$ cat src/hw/cdp_pkg.sv
package cdp_pkg;

	localparam int DATA_W = 8;
	localparam int REG_W = 16;
	localparam int RAM_ADDR_W = 8; // Only the low register bits reach the bus
	localparam int RAM_DEPTH = 256;

	localparam logic [3:0] RESET_P = 4'd0;
	localparam logic [3:0] RESET_X = 4'd0;

	// High nibble of the opcode
	typedef enum logic [3:0] {
		OP_IDL_LDN = 4'h0,
		OP_INC     = 4'h1,
		OP_DEC     = 4'h2,
		OP_BRANCH  = 4'h3,
		OP_LDA     = 4'h4,
		OP_STR     = 4'h5,
		OP_IO      = 4'h6,
		OP_MISC    = 4'h7,
		OP_GLO     = 4'h8,
		OP_GHI     = 4'h9,
		OP_PLO     = 4'ha,
		OP_PHI     = 4'hb,
		OP_LBR     = 4'hc,
		OP_SEP     = 4'hd,
		OP_SEX     = 4'he,
		OP_ALU     = 4'hf
	} major_op_e;

	// Low three bits of an Fx opcode, bit 3 picks the immediate form
	typedef enum logic [2:0] {
		ALU_LOAD, ALU_OR, ALU_AND, ALU_XOR, ALU_ADD, ALU_SD, ALU_SHIFT, ALU_SM
	} alu_op_e;

	typedef enum logic [2:0] {
		ST_HALT, ST_FETCH, ST_FETCH_WAIT, ST_EXEC, ST_MEM_WAIT
	} core_state_e;

endpackage

$ cat src/hw/cpu_alu.sv
`timescale 1ns/1ps

module cpu_alu import cdp_pkg::*; (
	input  alu_op_e           op,
	input  logic              shift_left,
	input  logic [DATA_W-1:0] d_in,
	input  logic              df_in,
	input  logic [DATA_W-1:0] operand,
	output logic [DATA_W-1:0] d_out,
	output logic              df_out
);

	logic [DATA_W:0] sum;
	logic [DATA_W:0] diff_sd;
	logic [DATA_W:0] diff_sm;

	assign sum = {1'b0, d_in} + {1'b0, operand};
	assign diff_sd = {1'b0, operand} - {1'b0, d_in}; // M - D
	assign diff_sm = {1'b0, d_in} - {1'b0, operand}; // D - M

	always_comb begin
		d_out = d_in;
		df_out = df_in;
		case (op)
			ALU_LOAD: d_out = operand;
			ALU_OR:   d_out = d_in | operand;
			ALU_AND:  d_out = d_in & operand;
			ALU_XOR:  d_out = d_in ^ operand;
			ALU_ADD: begin
				d_out = sum[DATA_W-1:0];
				df_out = sum[DATA_W]; // Carry
			end
			ALU_SD: begin
				d_out = diff_sd[DATA_W-1:0];
				df_out = ~diff_sd[DATA_W]; // DF set when no borrow
			end
			ALU_SM: begin
				d_out = diff_sm[DATA_W-1:0];
				df_out = ~diff_sm[DATA_W];
			end
			ALU_SHIFT: begin
				if (shift_left) begin
					d_out = {d_in[DATA_W-2:0], 1'b0};
					df_out = d_in[DATA_W-1];
				end else begin
					d_out = {1'b0, d_in[DATA_W-1:1]};
					df_out = d_in[0];
				end
			end
		endcase
	end

endmodule

$ cat src/hw/cpu_core.sv
`timescale 1ns/1ps

module cpu_core import cdp_pkg::*; (
	input  logic                  clk,
	input  logic                  rst_n,
	input  logic                  run,
	input  logic                  cpu_ack,
	input  logic [DATA_W-1:0]     cpu_rdata,
	output logic                  cpu_req,
	output logic                  cpu_we,
	output logic [RAM_ADDR_W-1:0] cpu_addr,
	output logic [DATA_W-1:0]     cpu_wdata,
	output logic                  q,
	output logic                  idle
);

	logic [REG_W-1:0] regs [16];
	logic [3:0] p;
	logic [3:0] x;
	logic [DATA_W-1:0] d;
	logic df;
	logic [DATA_W-1:0] ir;
	core_state_e state;

	major_op_e major;
	alu_op_e alu_op;
	logic [3:0] n;
	logic branch_cond;
	logic take_branch;
	logic [DATA_W-1:0] alu_d;
	logic alu_df;

	// Memory side of the instruction in ir
	logic mem_go;
	logic mem_we;
	logic [3:0] mem_ptr;
	logic ptr_inc;

	assign major = major_op_e'(ir[7:4]);
	assign n = ir[3:0];
	assign alu_op = (major == OP_ALU) ? alu_op_e'(ir[2:0]) : ALU_LOAD; // LDN and LDA load D

	always_comb begin
		case (ir[2:0])
			3'd0:    branch_cond = 1'b1;
			3'd1:    branch_cond = q;
			3'd2:    branch_cond = (d == '0);
			3'd3:    branch_cond = df;
			default: branch_cond = 1'b0; // No EF lines
		endcase
	end

	assign take_branch = branch_cond ^ ir[3];

	always_comb begin
		mem_go = 1'b0;
		mem_we = 1'b0;
		mem_ptr = n;
		ptr_inc = 1'b0;
		case (major)
			OP_IDL_LDN: mem_go = (n != 4'd0);
			OP_BRANCH: begin
				mem_go = take_branch; // Target byte at R(P)
				mem_ptr = p;
			end
			OP_LDA: begin
				mem_go = 1'b1;
				ptr_inc = 1'b1;
			end
			OP_STR: begin
				mem_go = 1'b1;
				mem_we = 1'b1;
			end
			OP_ALU: begin
				if (alu_op != ALU_SHIFT) begin
					mem_go = 1'b1;
					mem_ptr = ir[3] ? p : x; // Immediate or M(R(X))
					ptr_inc = ir[3];
				end
			end
			default: ;
		endcase
	end

	cpu_alu i_cpu_alu (
		.op(alu_op),
		.shift_left(ir[3]),
		.d_in(d),
		.df_in(df),
		.operand(cpu_rdata),
		.d_out(alu_d),
		.df_out(alu_df)
	);

	always_ff @(posedge clk) begin
		if (!rst_n) begin
			state <= ST_HALT;
			p <= RESET_P;
			x <= RESET_X;
			regs[RESET_P] <= '0;
			d <= '0;
			df <= 1'b0;
			q <= 1'b0;
			idle <= 1'b0;
			cpu_req <= 1'b0;
			cpu_we <= 1'b0;
			cpu_addr <= '0;
			cpu_wdata <= '0;
		end else begin
			case (state)
				ST_HALT: if (run && !idle) state <= ST_FETCH; // IDL holds until reset
				ST_FETCH: begin
					if (!run) begin
						state <= ST_HALT;
					end else begin
						cpu_req <= 1'b1;
						cpu_we <= 1'b0;
						cpu_addr <= regs[p][RAM_ADDR_W-1:0];
						regs[p] <= regs[p] + 1'b1;
						state <= ST_FETCH_WAIT;
					end
				end
				ST_FETCH_WAIT: begin
					if (cpu_ack) begin
						cpu_req <= 1'b0;
						ir <= cpu_rdata;
						state <= ST_EXEC;
					end
				end
				ST_EXEC: begin
					if (mem_go) begin
						cpu_req <= 1'b1;
						cpu_we <= mem_we;
						cpu_addr <= regs[mem_ptr][RAM_ADDR_W-1:0];
						cpu_wdata <= d;
						state <= ST_MEM_WAIT;
					end else begin
						state <= ST_FETCH;
					end
					if (ptr_inc)
						regs[mem_ptr] <= regs[mem_ptr] + 1'b1;
					case (major)
						OP_IDL_LDN: begin
							if (n == 4'd0) begin
								idle <= 1'b1;
								state <= ST_HALT;
							end
						end
						OP_INC:    regs[n] <= regs[n] + 1'b1;
						OP_DEC:    regs[n] <= regs[n] - 1'b1;
						OP_BRANCH: if (!take_branch) regs[p] <= regs[p] + 1'b1; // Skip target
						OP_MISC: begin
							if (n == 4'ha)
								q <= 1'b0; // REQ
							else if (n == 4'hb)
								q <= 1'b1; // SEQ
						end
						OP_GLO: d <= regs[n][DATA_W-1:0];
						OP_GHI: d <= regs[n][REG_W-1:DATA_W];
						OP_PLO: regs[n][DATA_W-1:0] <= d;
						OP_PHI: regs[n][REG_W-1:DATA_W] <= d;
						OP_SEP: p <= n;
						OP_SEX: x <= n;
						OP_ALU: begin
							if (alu_op == ALU_SHIFT) begin
								d <= alu_d;
								df <= alu_df;
							end
						end
						default: ; // 6x and Cx run as no-ops
					endcase
				end
				ST_MEM_WAIT: begin
					if (cpu_ack) begin
						cpu_req <= 1'b0;
						state <= ST_FETCH;
						if (major == OP_BRANCH) begin
							regs[p][DATA_W-1:0] <= cpu_rdata;
						end else if (!cpu_we) begin
							d <= alu_d;
							df <= alu_df;
						end
					end
				end
				default: state <= ST_HALT;
			endcase
		end
	end

endmodule

$ cat src/hw/mem_arbiter.sv
`timescale 1ns/1ps

module mem_arbiter import cdp_pkg::*; (
	input  logic                  clk,
	input  logic                  rst_n,
	input  logic                  host_req,
	input  logic                  host_we,
	input  logic [RAM_ADDR_W-1:0] host_addr,
	input  logic [DATA_W-1:0]     host_wdata,
	input  logic                  cpu_req,
	input  logic                  cpu_we,
	input  logic [RAM_ADDR_W-1:0] cpu_addr,
	input  logic [DATA_W-1:0]     cpu_wdata,
	input  logic [DATA_W-1:0]     ram_rdata,
	output logic                  host_ack,
	output logic [DATA_W-1:0]     host_rdata,
	output logic                  cpu_ack,
	output logic [DATA_W-1:0]     cpu_rdata,
	output logic                  ram_en,
	output logic                  ram_we,
	output logic [RAM_ADDR_W-1:0] ram_addr,
	output logic [DATA_W-1:0]     ram_wdata
);

	logic host_gnt;
	logic cpu_gnt;

	// A master still holding req in its own ack cycle is not granted again
	assign host_gnt = host_req && !host_ack;
	assign cpu_gnt = cpu_req && !cpu_ack && !host_gnt; // Host has priority

	assign ram_en = host_gnt || cpu_gnt;
	assign ram_we = host_gnt ? host_we : (cpu_gnt && cpu_we);
	assign ram_addr = host_gnt ? host_addr : cpu_addr;
	assign ram_wdata = host_gnt ? host_wdata : cpu_wdata;

	// Ack flops also mark the owner of the access in flight
	always_ff @(posedge clk) begin
		if (!rst_n) begin
			host_ack <= 1'b0;
			cpu_ack <= 1'b0;
		end else begin
			host_ack <= host_gnt;
			cpu_ack <= cpu_gnt;
		end
	end

	assign host_rdata = host_ack ? ram_rdata : '0;
	assign cpu_rdata = cpu_ack ? ram_rdata : '0;

endmodule

$ cat src/hw/scratch_ram.sv
`timescale 1ns/1ps

module scratch_ram import cdp_pkg::*; (
	input  logic                  clk,
	input  logic                  en,
	input  logic                  we,
	input  logic [RAM_ADDR_W-1:0] addr,
	input  logic [DATA_W-1:0]     wdata,
	output logic [DATA_W-1:0]     rdata
);

	logic [DATA_W-1:0] mem [RAM_DEPTH];

	always_ff @(posedge clk) begin
		if (en) begin
			if (we)
				mem[addr] <= wdata;
			else
				rdata <= mem[addr]; // Valid in the ack cycle
		end
	end

endmodule

$ cat src/hw/cdp_top.sv
`timescale 1ns/1ps

module cdp_top import cdp_pkg::*; (
	input  logic                  clk,
	input  logic                  rst_n,
	input  logic                  run,
	input  logic                  host_req,
	input  logic                  host_we,
	input  logic [RAM_ADDR_W-1:0] host_addr,
	input  logic [DATA_W-1:0]     host_wdata,
	output logic                  host_ack,
	output logic [DATA_W-1:0]     host_rdata,
	output logic                  q,
	output logic                  idle
);

	logic cpu_req;
	logic cpu_we;
	logic [RAM_ADDR_W-1:0] cpu_addr;
	logic [DATA_W-1:0] cpu_wdata;
	logic cpu_ack;
	logic [DATA_W-1:0] cpu_rdata;

	logic ram_en;
	logic ram_we;
	logic [RAM_ADDR_W-1:0] ram_addr;
	logic [DATA_W-1:0] ram_wdata;
	logic [DATA_W-1:0] ram_rdata;

	cpu_core i_cpu_core (
		.clk(clk),
		.rst_n(rst_n),
		.run(run),
		.cpu_ack(cpu_ack),
		.cpu_rdata(cpu_rdata),
		.cpu_req(cpu_req),
		.cpu_we(cpu_we),
		.cpu_addr(cpu_addr),
		.cpu_wdata(cpu_wdata),
		.q(q),
		.idle(idle)
	);

	mem_arbiter i_mem_arbiter (
		.clk(clk),
		.rst_n(rst_n),
		.host_req(host_req),
		.host_we(host_we),
		.host_addr(host_addr),
		.host_wdata(host_wdata),
		.cpu_req(cpu_req),
		.cpu_we(cpu_we),
		.cpu_addr(cpu_addr),
		.cpu_wdata(cpu_wdata),
		.ram_rdata(ram_rdata),
		.host_ack(host_ack),
		.host_rdata(host_rdata),
		.cpu_ack(cpu_ack),
		.cpu_rdata(cpu_rdata),
		.ram_en(ram_en),
		.ram_we(ram_we),
		.ram_addr(ram_addr),
		.ram_wdata(ram_wdata)
	);

	scratch_ram i_scratch_ram (
		.clk(clk),
		.en(ram_en),
		.we(ram_we),
		.addr(ram_addr),
		.wdata(ram_wdata),
		.rdata(ram_rdata)
	);

endmodule

$ cat config.mk
export PLATFORM = sky130hd
export DESIGN_NAME = cdp_top
export DESIGN_NICKNAME = d
export VERILOG_FILES = /design/src/hw/cdp_pkg.sv /design/src/hw/cpu_alu.sv /design/src/hw/cpu_core.sv /design/src/hw/mem_arbiter.sv /design/src/hw/scratch_ram.sv /design/src/hw/cdp_top.sv
export SDC_FILE = /design/constraint.sdc
export NUM_CORES = 2
export LEC_CHECK = 0
export BUFFER_PORTS_ARGS = -buffer_cell sky130_fd_sc_hd__buf_2
export CAP_MARGIN = 25
export CORE_UTILIZATION = 60
export CTS_CLUSTER_DIAMETER = 30
export DETAILED_ROUTE_END_ITERATION = 16
export PLACE_DENSITY = 0.76
export SLEW_MARGIN = 20
export SYNTH_ARGS = -nofsm -noshare
export SYNTH_HDL_FRONTEND = slang
export SYNTH_SLANG_ARGS = --single-unit
$ cat constraint.sdc
create_clock -name clk -period 6.7 [get_ports clk]
set_input_delay 0.67 -clock clk [delete_from_list [all_inputs] [get_ports clk]]
set_output_delay 0.67 -clock clk [all_outputs]
set_load 0.01 [all_outputs]
[Word-level counts from Yosys, hierarchy flattened]
Memories as Yosys holds them, arrays and structs flattened. A register that Yosys moved wholly into a read port is not among the register bits.
Cells that the tools add are included.
Cells by class
  add/subtract/negate cells: 7
  equality and inequality tests: 42
  multiplexer cells: 106
  bitwise operators: 12
  reduce and logical (&&, ||, !) cells: 38
Operator list (number)
  2-to-1 mux 8 bit: 14
  2-to-1 mux 16 bit: 5
  one-hot mux 8 bit (8 select lines): 1
  2-to-1 mux 1 bit: 55
  adder 16 x 1 -> 16 bit (second input constant): 3
  OR reduction 16 bit: 3
  == test 4 bit (second input constant): 9
  2-to-1 mux 4 bit: 8
  one-hot mux 8 bit (2 select lines): 2
  one-hot mux 8 bit (3 select lines): 1
  2-to-1 mux 3 bit: 7
  == test 3 x 2 -> 1 bit (second input constant): 6
  subtractor 8 x 8 -> 9 bit: 2
  subtractor 16 x 1 -> 16 bit (second input constant): 1
  == test 3 bit (second input constant): 5
  one-hot mux 3 bit (5 select lines): 1
  AND reduction 3 bit: 5
  inequality test 2 x 1 -> 1 bit (second input constant): 7
  == test 4 x 3 -> 1 bit (second input constant): 3
  one-hot mux 1 bit (4 select lines): 3
  AND reduction 6 bit: 2
  adder 8 x 8 -> 9 bit: 1
  == test 3 x 1 -> 1 bit (second input constant): 3
  logical NOT 3 bit: 3
  other kinds (26): 55
Storage, ports and cells
  flip-flop bits (word level): 50
  bits in writable memories: 2304
  input port bits: 21
  output and inout port bits: 11
  logic and storage cells: 221
  memories kept: 2
Memories
  i_scratch_ram.mem: depth 256, width 8, rd ports 1, clocked after memory_dff 1, wr ports 1, RTL line scratch_ram.sv:12  | logic [DATA_W-1:0] mem [RAM_DEPTH];
  i_cpu_core.regs: depth 16, width 16, rd ports 3, clocked after memory_dff 2, wr ports 1, RTL line cpu_core.sv:17  | logic [REG_W-1:0] regs [16];

[Longest topological paths before layout]
  word-level depth: 14
  depth in mapped cells: 16

[By module]
Synthesis repeated with hierarchy kept, for this count alone.
Unflattened totals
  cell total of the unflattened synthesis: 5364
  area total of the unflattened synthesis: 99545.5 sq um
Modules (own cells, without submodules)
  scratch_ram: instances 1, cells an instance 3526, area each 78376.4 sq um, seq. area each 61739.2 sq um
  cpu_core: instances 1, cells an instance 1545, area each 18956.9 sq um, seq. area each 8888.5 sq um
  cpu_alu: instances 1, cells an instance 248, area each 1724.2 sq um, seq. area each 0.0 sq um
  mem_arbiter: instances 1, cells an instance 45, area each 488.0 sq um, seq. area each 40.0 sq um

[Least setup slack after synthesis]
No wires, ideal clock.
  path kind: input to register
  from: input host_req
  to: memory i_scratch_ram.mem[0][0], data pin
  library setup time: 0.823 ns
  data arrival time: 4.756 ns
  required time: 5.877 ns
  slack: 1.122 ns
  stages on the path: 7
  cells stage by stage: nand2b_1 -> clkbuf_1 -> buf_2 -> buf_1 -> buf_1 -> nand2_1 -> nand2_1
Between the ends
  cells in the longest elaborated chain, start to end: 2
RTL lines
  start, declared: RTL line cdp_top.sv:7  | input logic host_req,
  logical AND 1 bit: RTL line mem_arbiter.sv:29  | assign host_gnt = host_req && !host_ack;
  2-to-1 mux 8 bit: RTL line mem_arbiter.sv:35  | assign ram_wdata = host_gnt ? host_wdata : cpu_wdata;
  net i_mem_arbiter.ram_wdata[0]: RTL line mem_arbiter.sv:22  | output logic [DATA_W-1:0] ram_wdata
  end, declared: RTL line scratch_ram.sv:12
The timed path passes the listed nets, and every way through them passes these cells.

==> out/summary.md <==
### Routing
- **per-cell routed wire length** 33.0 um
- **number of DRC violations after detailed-routing iteration 0** 10400
- **total wirelength of the detailed-routed design** 277000 um
- **vias per std cell** 7.33
- **DRC viols** 0
- **length of the first detailed-routing pass in iterations** 6
- **Detail Route Antenna Nets** 0
- **routed via count** 61600

### Yosys
- **synthesized netlist cell count** 5812
- **flip-flop and latch count after synthesis** 2370
- **Primary FF master, synth** sky130_fd_sc_hd__edfxtp_1
- **Post-Syn Area per Cell** 16.5 um^2
- **ys async rst share** 0%
- **yosys synthesis warning count** 0
- **distinct cell type count after synthesis** 80
- **leading cell types by total area after synthesis** sky130_fd_sc_hd__edfxtp_1 (73%), sky130_fd_sc_hd__mux4_2 (5.1%), sky130_fd_sc_hd__a221oi_1 (3.4%)
- **share of the synthesized area in the top cell type** 72.6%
- **largest area contributor in the netlist** sky130_fd_sc_hd__edfxtp_1
- **number of enable-type register cells in the synthesized netlist** 2320
- **post-synthesis cell area** 95900 um^2
- **fraction of the yosys area taken by sequential cells** 73.7%
- **synthesized netlist net count** 5886

### Finish
- **layout overhead on the synthesized area** 17.6%
- **most common cell after layout, fill and taps aside** sky130_fd_sc_hd__edfxtp_1
- **commonest cells after routing, fill and taps aside** sky130_fd_sc_hd__edfxtp_1 (2320), sky130_fd_sc_hd__clkbuf_16 (420), sky130_fd_sc_hd__nor2_1 (399)
- **share of cells above drive strength 1** 18.4%
- **final core utilization** 71.1%
- **# nets final** 6074
- **Layout Cell Area excl Fill** 113000 um^2

### Clock network
- **clock root buffer** sky130_fd_sc_hd__clkbuf_16
- **register clock-pin slew on the reported worst setup and hold paths** 0.05 ns
- **clk_lat worst skew** 1.00 ns
- **clock tree buffer depth** 4
- **sink count of the clock tree** 2370
- **Num CTS Buffers** 412
- **total number of H-tree levels** 5
- **CTS-repair resized insts** 0
- **Post-CTS Setup Repair Bufs** 0
- **count of hold-fix buffers inserted at cts** 0
- **clock tree from TritonCTS** yes

### Placement
- **Port-buffer cells** 31
- **final HPWL from detailed placement** 155000 um
- **worst-case setup slack after placement** 1.35 ns
- **post-place instance area** 98800 um^2
- **RePlAce Congestion** 0.955

### Global routing
- **initial antenna violation count** 17
- **maximum number of pins on one net before global-route repair** 175
- **via count of the first global-routing pass** 60300
- **global-route total usage across every layer** 34.0%
- **first-pass GRT wire length** 402000 um
- **remaining global-route overflow** 0

### Setup path
- **critical-path cell list** buf_4 > mux2i_1 > mux2i_1 > fa_1 > a21o_1 > a21oi_1 > o21bai_1 > a21o_1 > a21oi_1 > o21ai_0 > o41ai_1 > xor2_1 > o221ai_2
- **WP data arrival** 5.73 ns
- **startpoint class of the critical path** register
- **register-to-register path setup slack** 1.59 ns
- **kind of capture point of the worst setup path** register
- **crit-path max cell delay** 0.90 ns
- **crit path max-delay cell type** sky130_fd_sc_hd__dfxtp_2
- **Setup CP Type** register to register
- **maximum fanout along the worst path** 33
- **worst endpoint required time** 7.32 ns

### Timing
- **total negative slack for setup checks** 0 ns
- **ratio of final minimum period to clock period** 76.3%
- **unrepaired setup endpoints after global routing** no
- **worst slew slack as a fraction of its limit** 17.8%
- **transition time at the pin with the least slew margin** 1.22 ns
- **count of endpoints failing hold in the final timing report** 0
- **post-route worst setup slack** 1.59 ns
- **Clock Skews** 0.112 ns
- **number of setup violations in the final report** 0
- **clock period minus worst slack** 5.11 ns
- **Slew Limit Fails** 0
- **upper clock frequency limit** 196 MHz

### Die
- **Site Rows** 146
- **horizontal extent of the die** 402 um
- **area of the placeable core** 159000 um^2
- **die area** 161000 um^2
- **y dimension of the die** 402 um
- **starting density of the core** 60.5%
- **I/O Pins** 32

### Pwr
- **power density cells** 349 nW/um^2
- **maximum vdd drop** 0.266 mV
- **Total Power** 39400 uW
- **Static Leak** 0.0366 uW

### Hold path
- **type of the most critical hold path** primary input to register
- **Hold Startpoint** rst_n

### Run
- **Max Cap Violations** 0

### Run status
- **run status** complete, no violations

==> power breakdown <==
| group | switching, uW | internal (uW) | leakage (uW) |
|---|---|---|---|
| logic | 1500 | 615 | 0.00816 |
| registers | 78.6 | 16300 | 0.0218 |
| clock network | 7330 | 13500 | 0.00668 |
==> state kept, by name (all words and copies together) (netlist names), named ones only <==
name and flops:
i_cpu_core.cpu_addr 8, i_cpu_core.cpu_req 1, i_cpu_core.cpu_wdata 8, i_cpu_core.cpu_we 1
i_cpu_core.d 8, i_cpu_core.df 1, i_cpu_core.idle 1, i_cpu_core.ir 8
i_cpu_core.p 4, i_cpu_core.q 1, i_cpu_core.regs 256, i_cpu_core.state 3
i_cpu_core.x 4, i_mem_arbiter.cpu_ack 1, i_mem_arbiter.host_ack 1, i_scratch_ram.mem 2048
i_scratch_ram.rdata 8
==> area by class of cell <==
| type | count | area [um^2] |
|---|---|---|
| clock buffer | 459 | 10700 |
| tap | 2072 | 2590 |
| fill | 8959 | 45800 |
| timing repair buffer | 222 | 2000 |
| antenna | 10 | 25.0 |
| inverter | 42 | 158 |
| multi-input combinational | 2952 | 23500 |
| sequential | 2370 | 70700 |
| clock inverter | 283 | 3140 |
==> cell usage after synthesis, types with 5 or more instances <==
master                     instances
sky130_fd_sc_hd__edfxtp_1       2320
sky130_fd_sc_hd__nor2_1          399
sky130_fd_sc_hd__a221oi_1        367
sky130_fd_sc_hd__a22o_1          360
sky130_fd_sc_hd__a22oi_1         359
sky130_fd_sc_hd__clkbuf_1        259
sky130_fd_sc_hd__a21oi_1         243
sky130_fd_sc_hd__o22ai_1         221
sky130_fd_sc_hd__mux4_2          217
sky130_fd_sc_hd__nand2_1         170
sky130_fd_sc_hd__buf_1           115
sky130_fd_sc_hd__nor3_1           99
sky130_fd_sc_hd__o21ai_0          97
sky130_fd_sc_hd__buf_2            56
sky130_fd_sc_hd__dfxtp_1          50
sky130_fd_sc_hd__ha_1             49
sky130_fd_sc_hd__inv_1            41
sky130_fd_sc_hd__mux2i_1          34
sky130_fd_sc_hd__nand3_1          31
sky130_fd_sc_hd__xnor2_1          30
sky130_fd_sc_hd__or3_1            20
sky130_fd_sc_hd__nand2b_1         17
sky130_fd_sc_hd__o21bai_1         17
sky130_fd_sc_hd__xor2_1           15
sky130_fd_sc_hd__a31oi_1          14
sky130_fd_sc_hd__and2_1           13
sky130_fd_sc_hd__nor2b_1          13
sky130_fd_sc_hd__buf_4            11
sky130_fd_sc_hd__nand4_1          11
sky130_fd_sc_hd__nor4_1           11
sky130_fd_sc_hd__o221ai_1         11
sky130_fd_sc_hd__a21o_1           10
sky130_fd_sc_hd__o31ai_1          10
sky130_fd_sc_hd__a221o_1           8
sky130_fd_sc_hd__mux2_2            8
sky130_fd_sc_hd__nor3b_1           8
sky130_fd_sc_hd__a211oi_1          7
sky130_fd_sc_hd__buf_6             7
sky130_fd_sc_hd__o211ai_1          7
sky130_fd_sc_hd__a222oi_1          5
sky130_fd_sc_hd__nand4b_1          5
==> through the flow <==
stage,hold slack [ns],instances
6_report,0.208,8410
5_1_grt,0.201,8403
4_1_cts,0.160,8388
3_5_place_dp,0.478,7646
3_3_place_gp,0.468,7643
2_1_floorplan,0.444,5812
==> kinds of logic (layout without fill, tap and decap cells) <==
family          count (synthesis)  count (layout)  share of synthesized area, %
flops                        2370            2370                          73.7
compound gates               1774            1774                          13.7
simple gates                  821             821                          3.81
buf+inv                       490            1006                          2.09
mux                           259             259                          5.54
fa+ha+maj                      53              53                         0.723
xor+xnor                       45              45                         0.411
other cells                     0              10                             0
==> worst max-delay path: cells and delay by family (launching register included) <==
kind / cells / cell delay [ns]
buffers and inverters: 1 / 0.59
multiplexers: 2 / 0.52
adder cells (fa/ha/maj): 1 / 0.49
XOR/XNOR: 1 / 0.16
AO/OA/AOI/OAI: 8 / 2.12
flip-flops: 1 / 0.90
==> layer usage <==
metal	up-vias	wire length (um)	GRT usage, %
met5	-	76	0
met4	8	15900	18.2
met3	1046	38500	9.78
met2	5278	126000	51.1
met1	30600	96700	45.2
li1	24700	-	-
==> path summary, 6_finish.rpt <==
kind                                           endpoint  cells after the start
worst max register to register   i_cpu_core.regs[2][12]                     13
worst min register to register  i_cpu_core.cpu_wdata[6]                      2
worst min-delay path                i_cpu_core.state[0]                      3
worst max-delay path             i_cpu_core.regs[2][12]                     13
No activity file was read; power rests on OpenSTA's default activity.
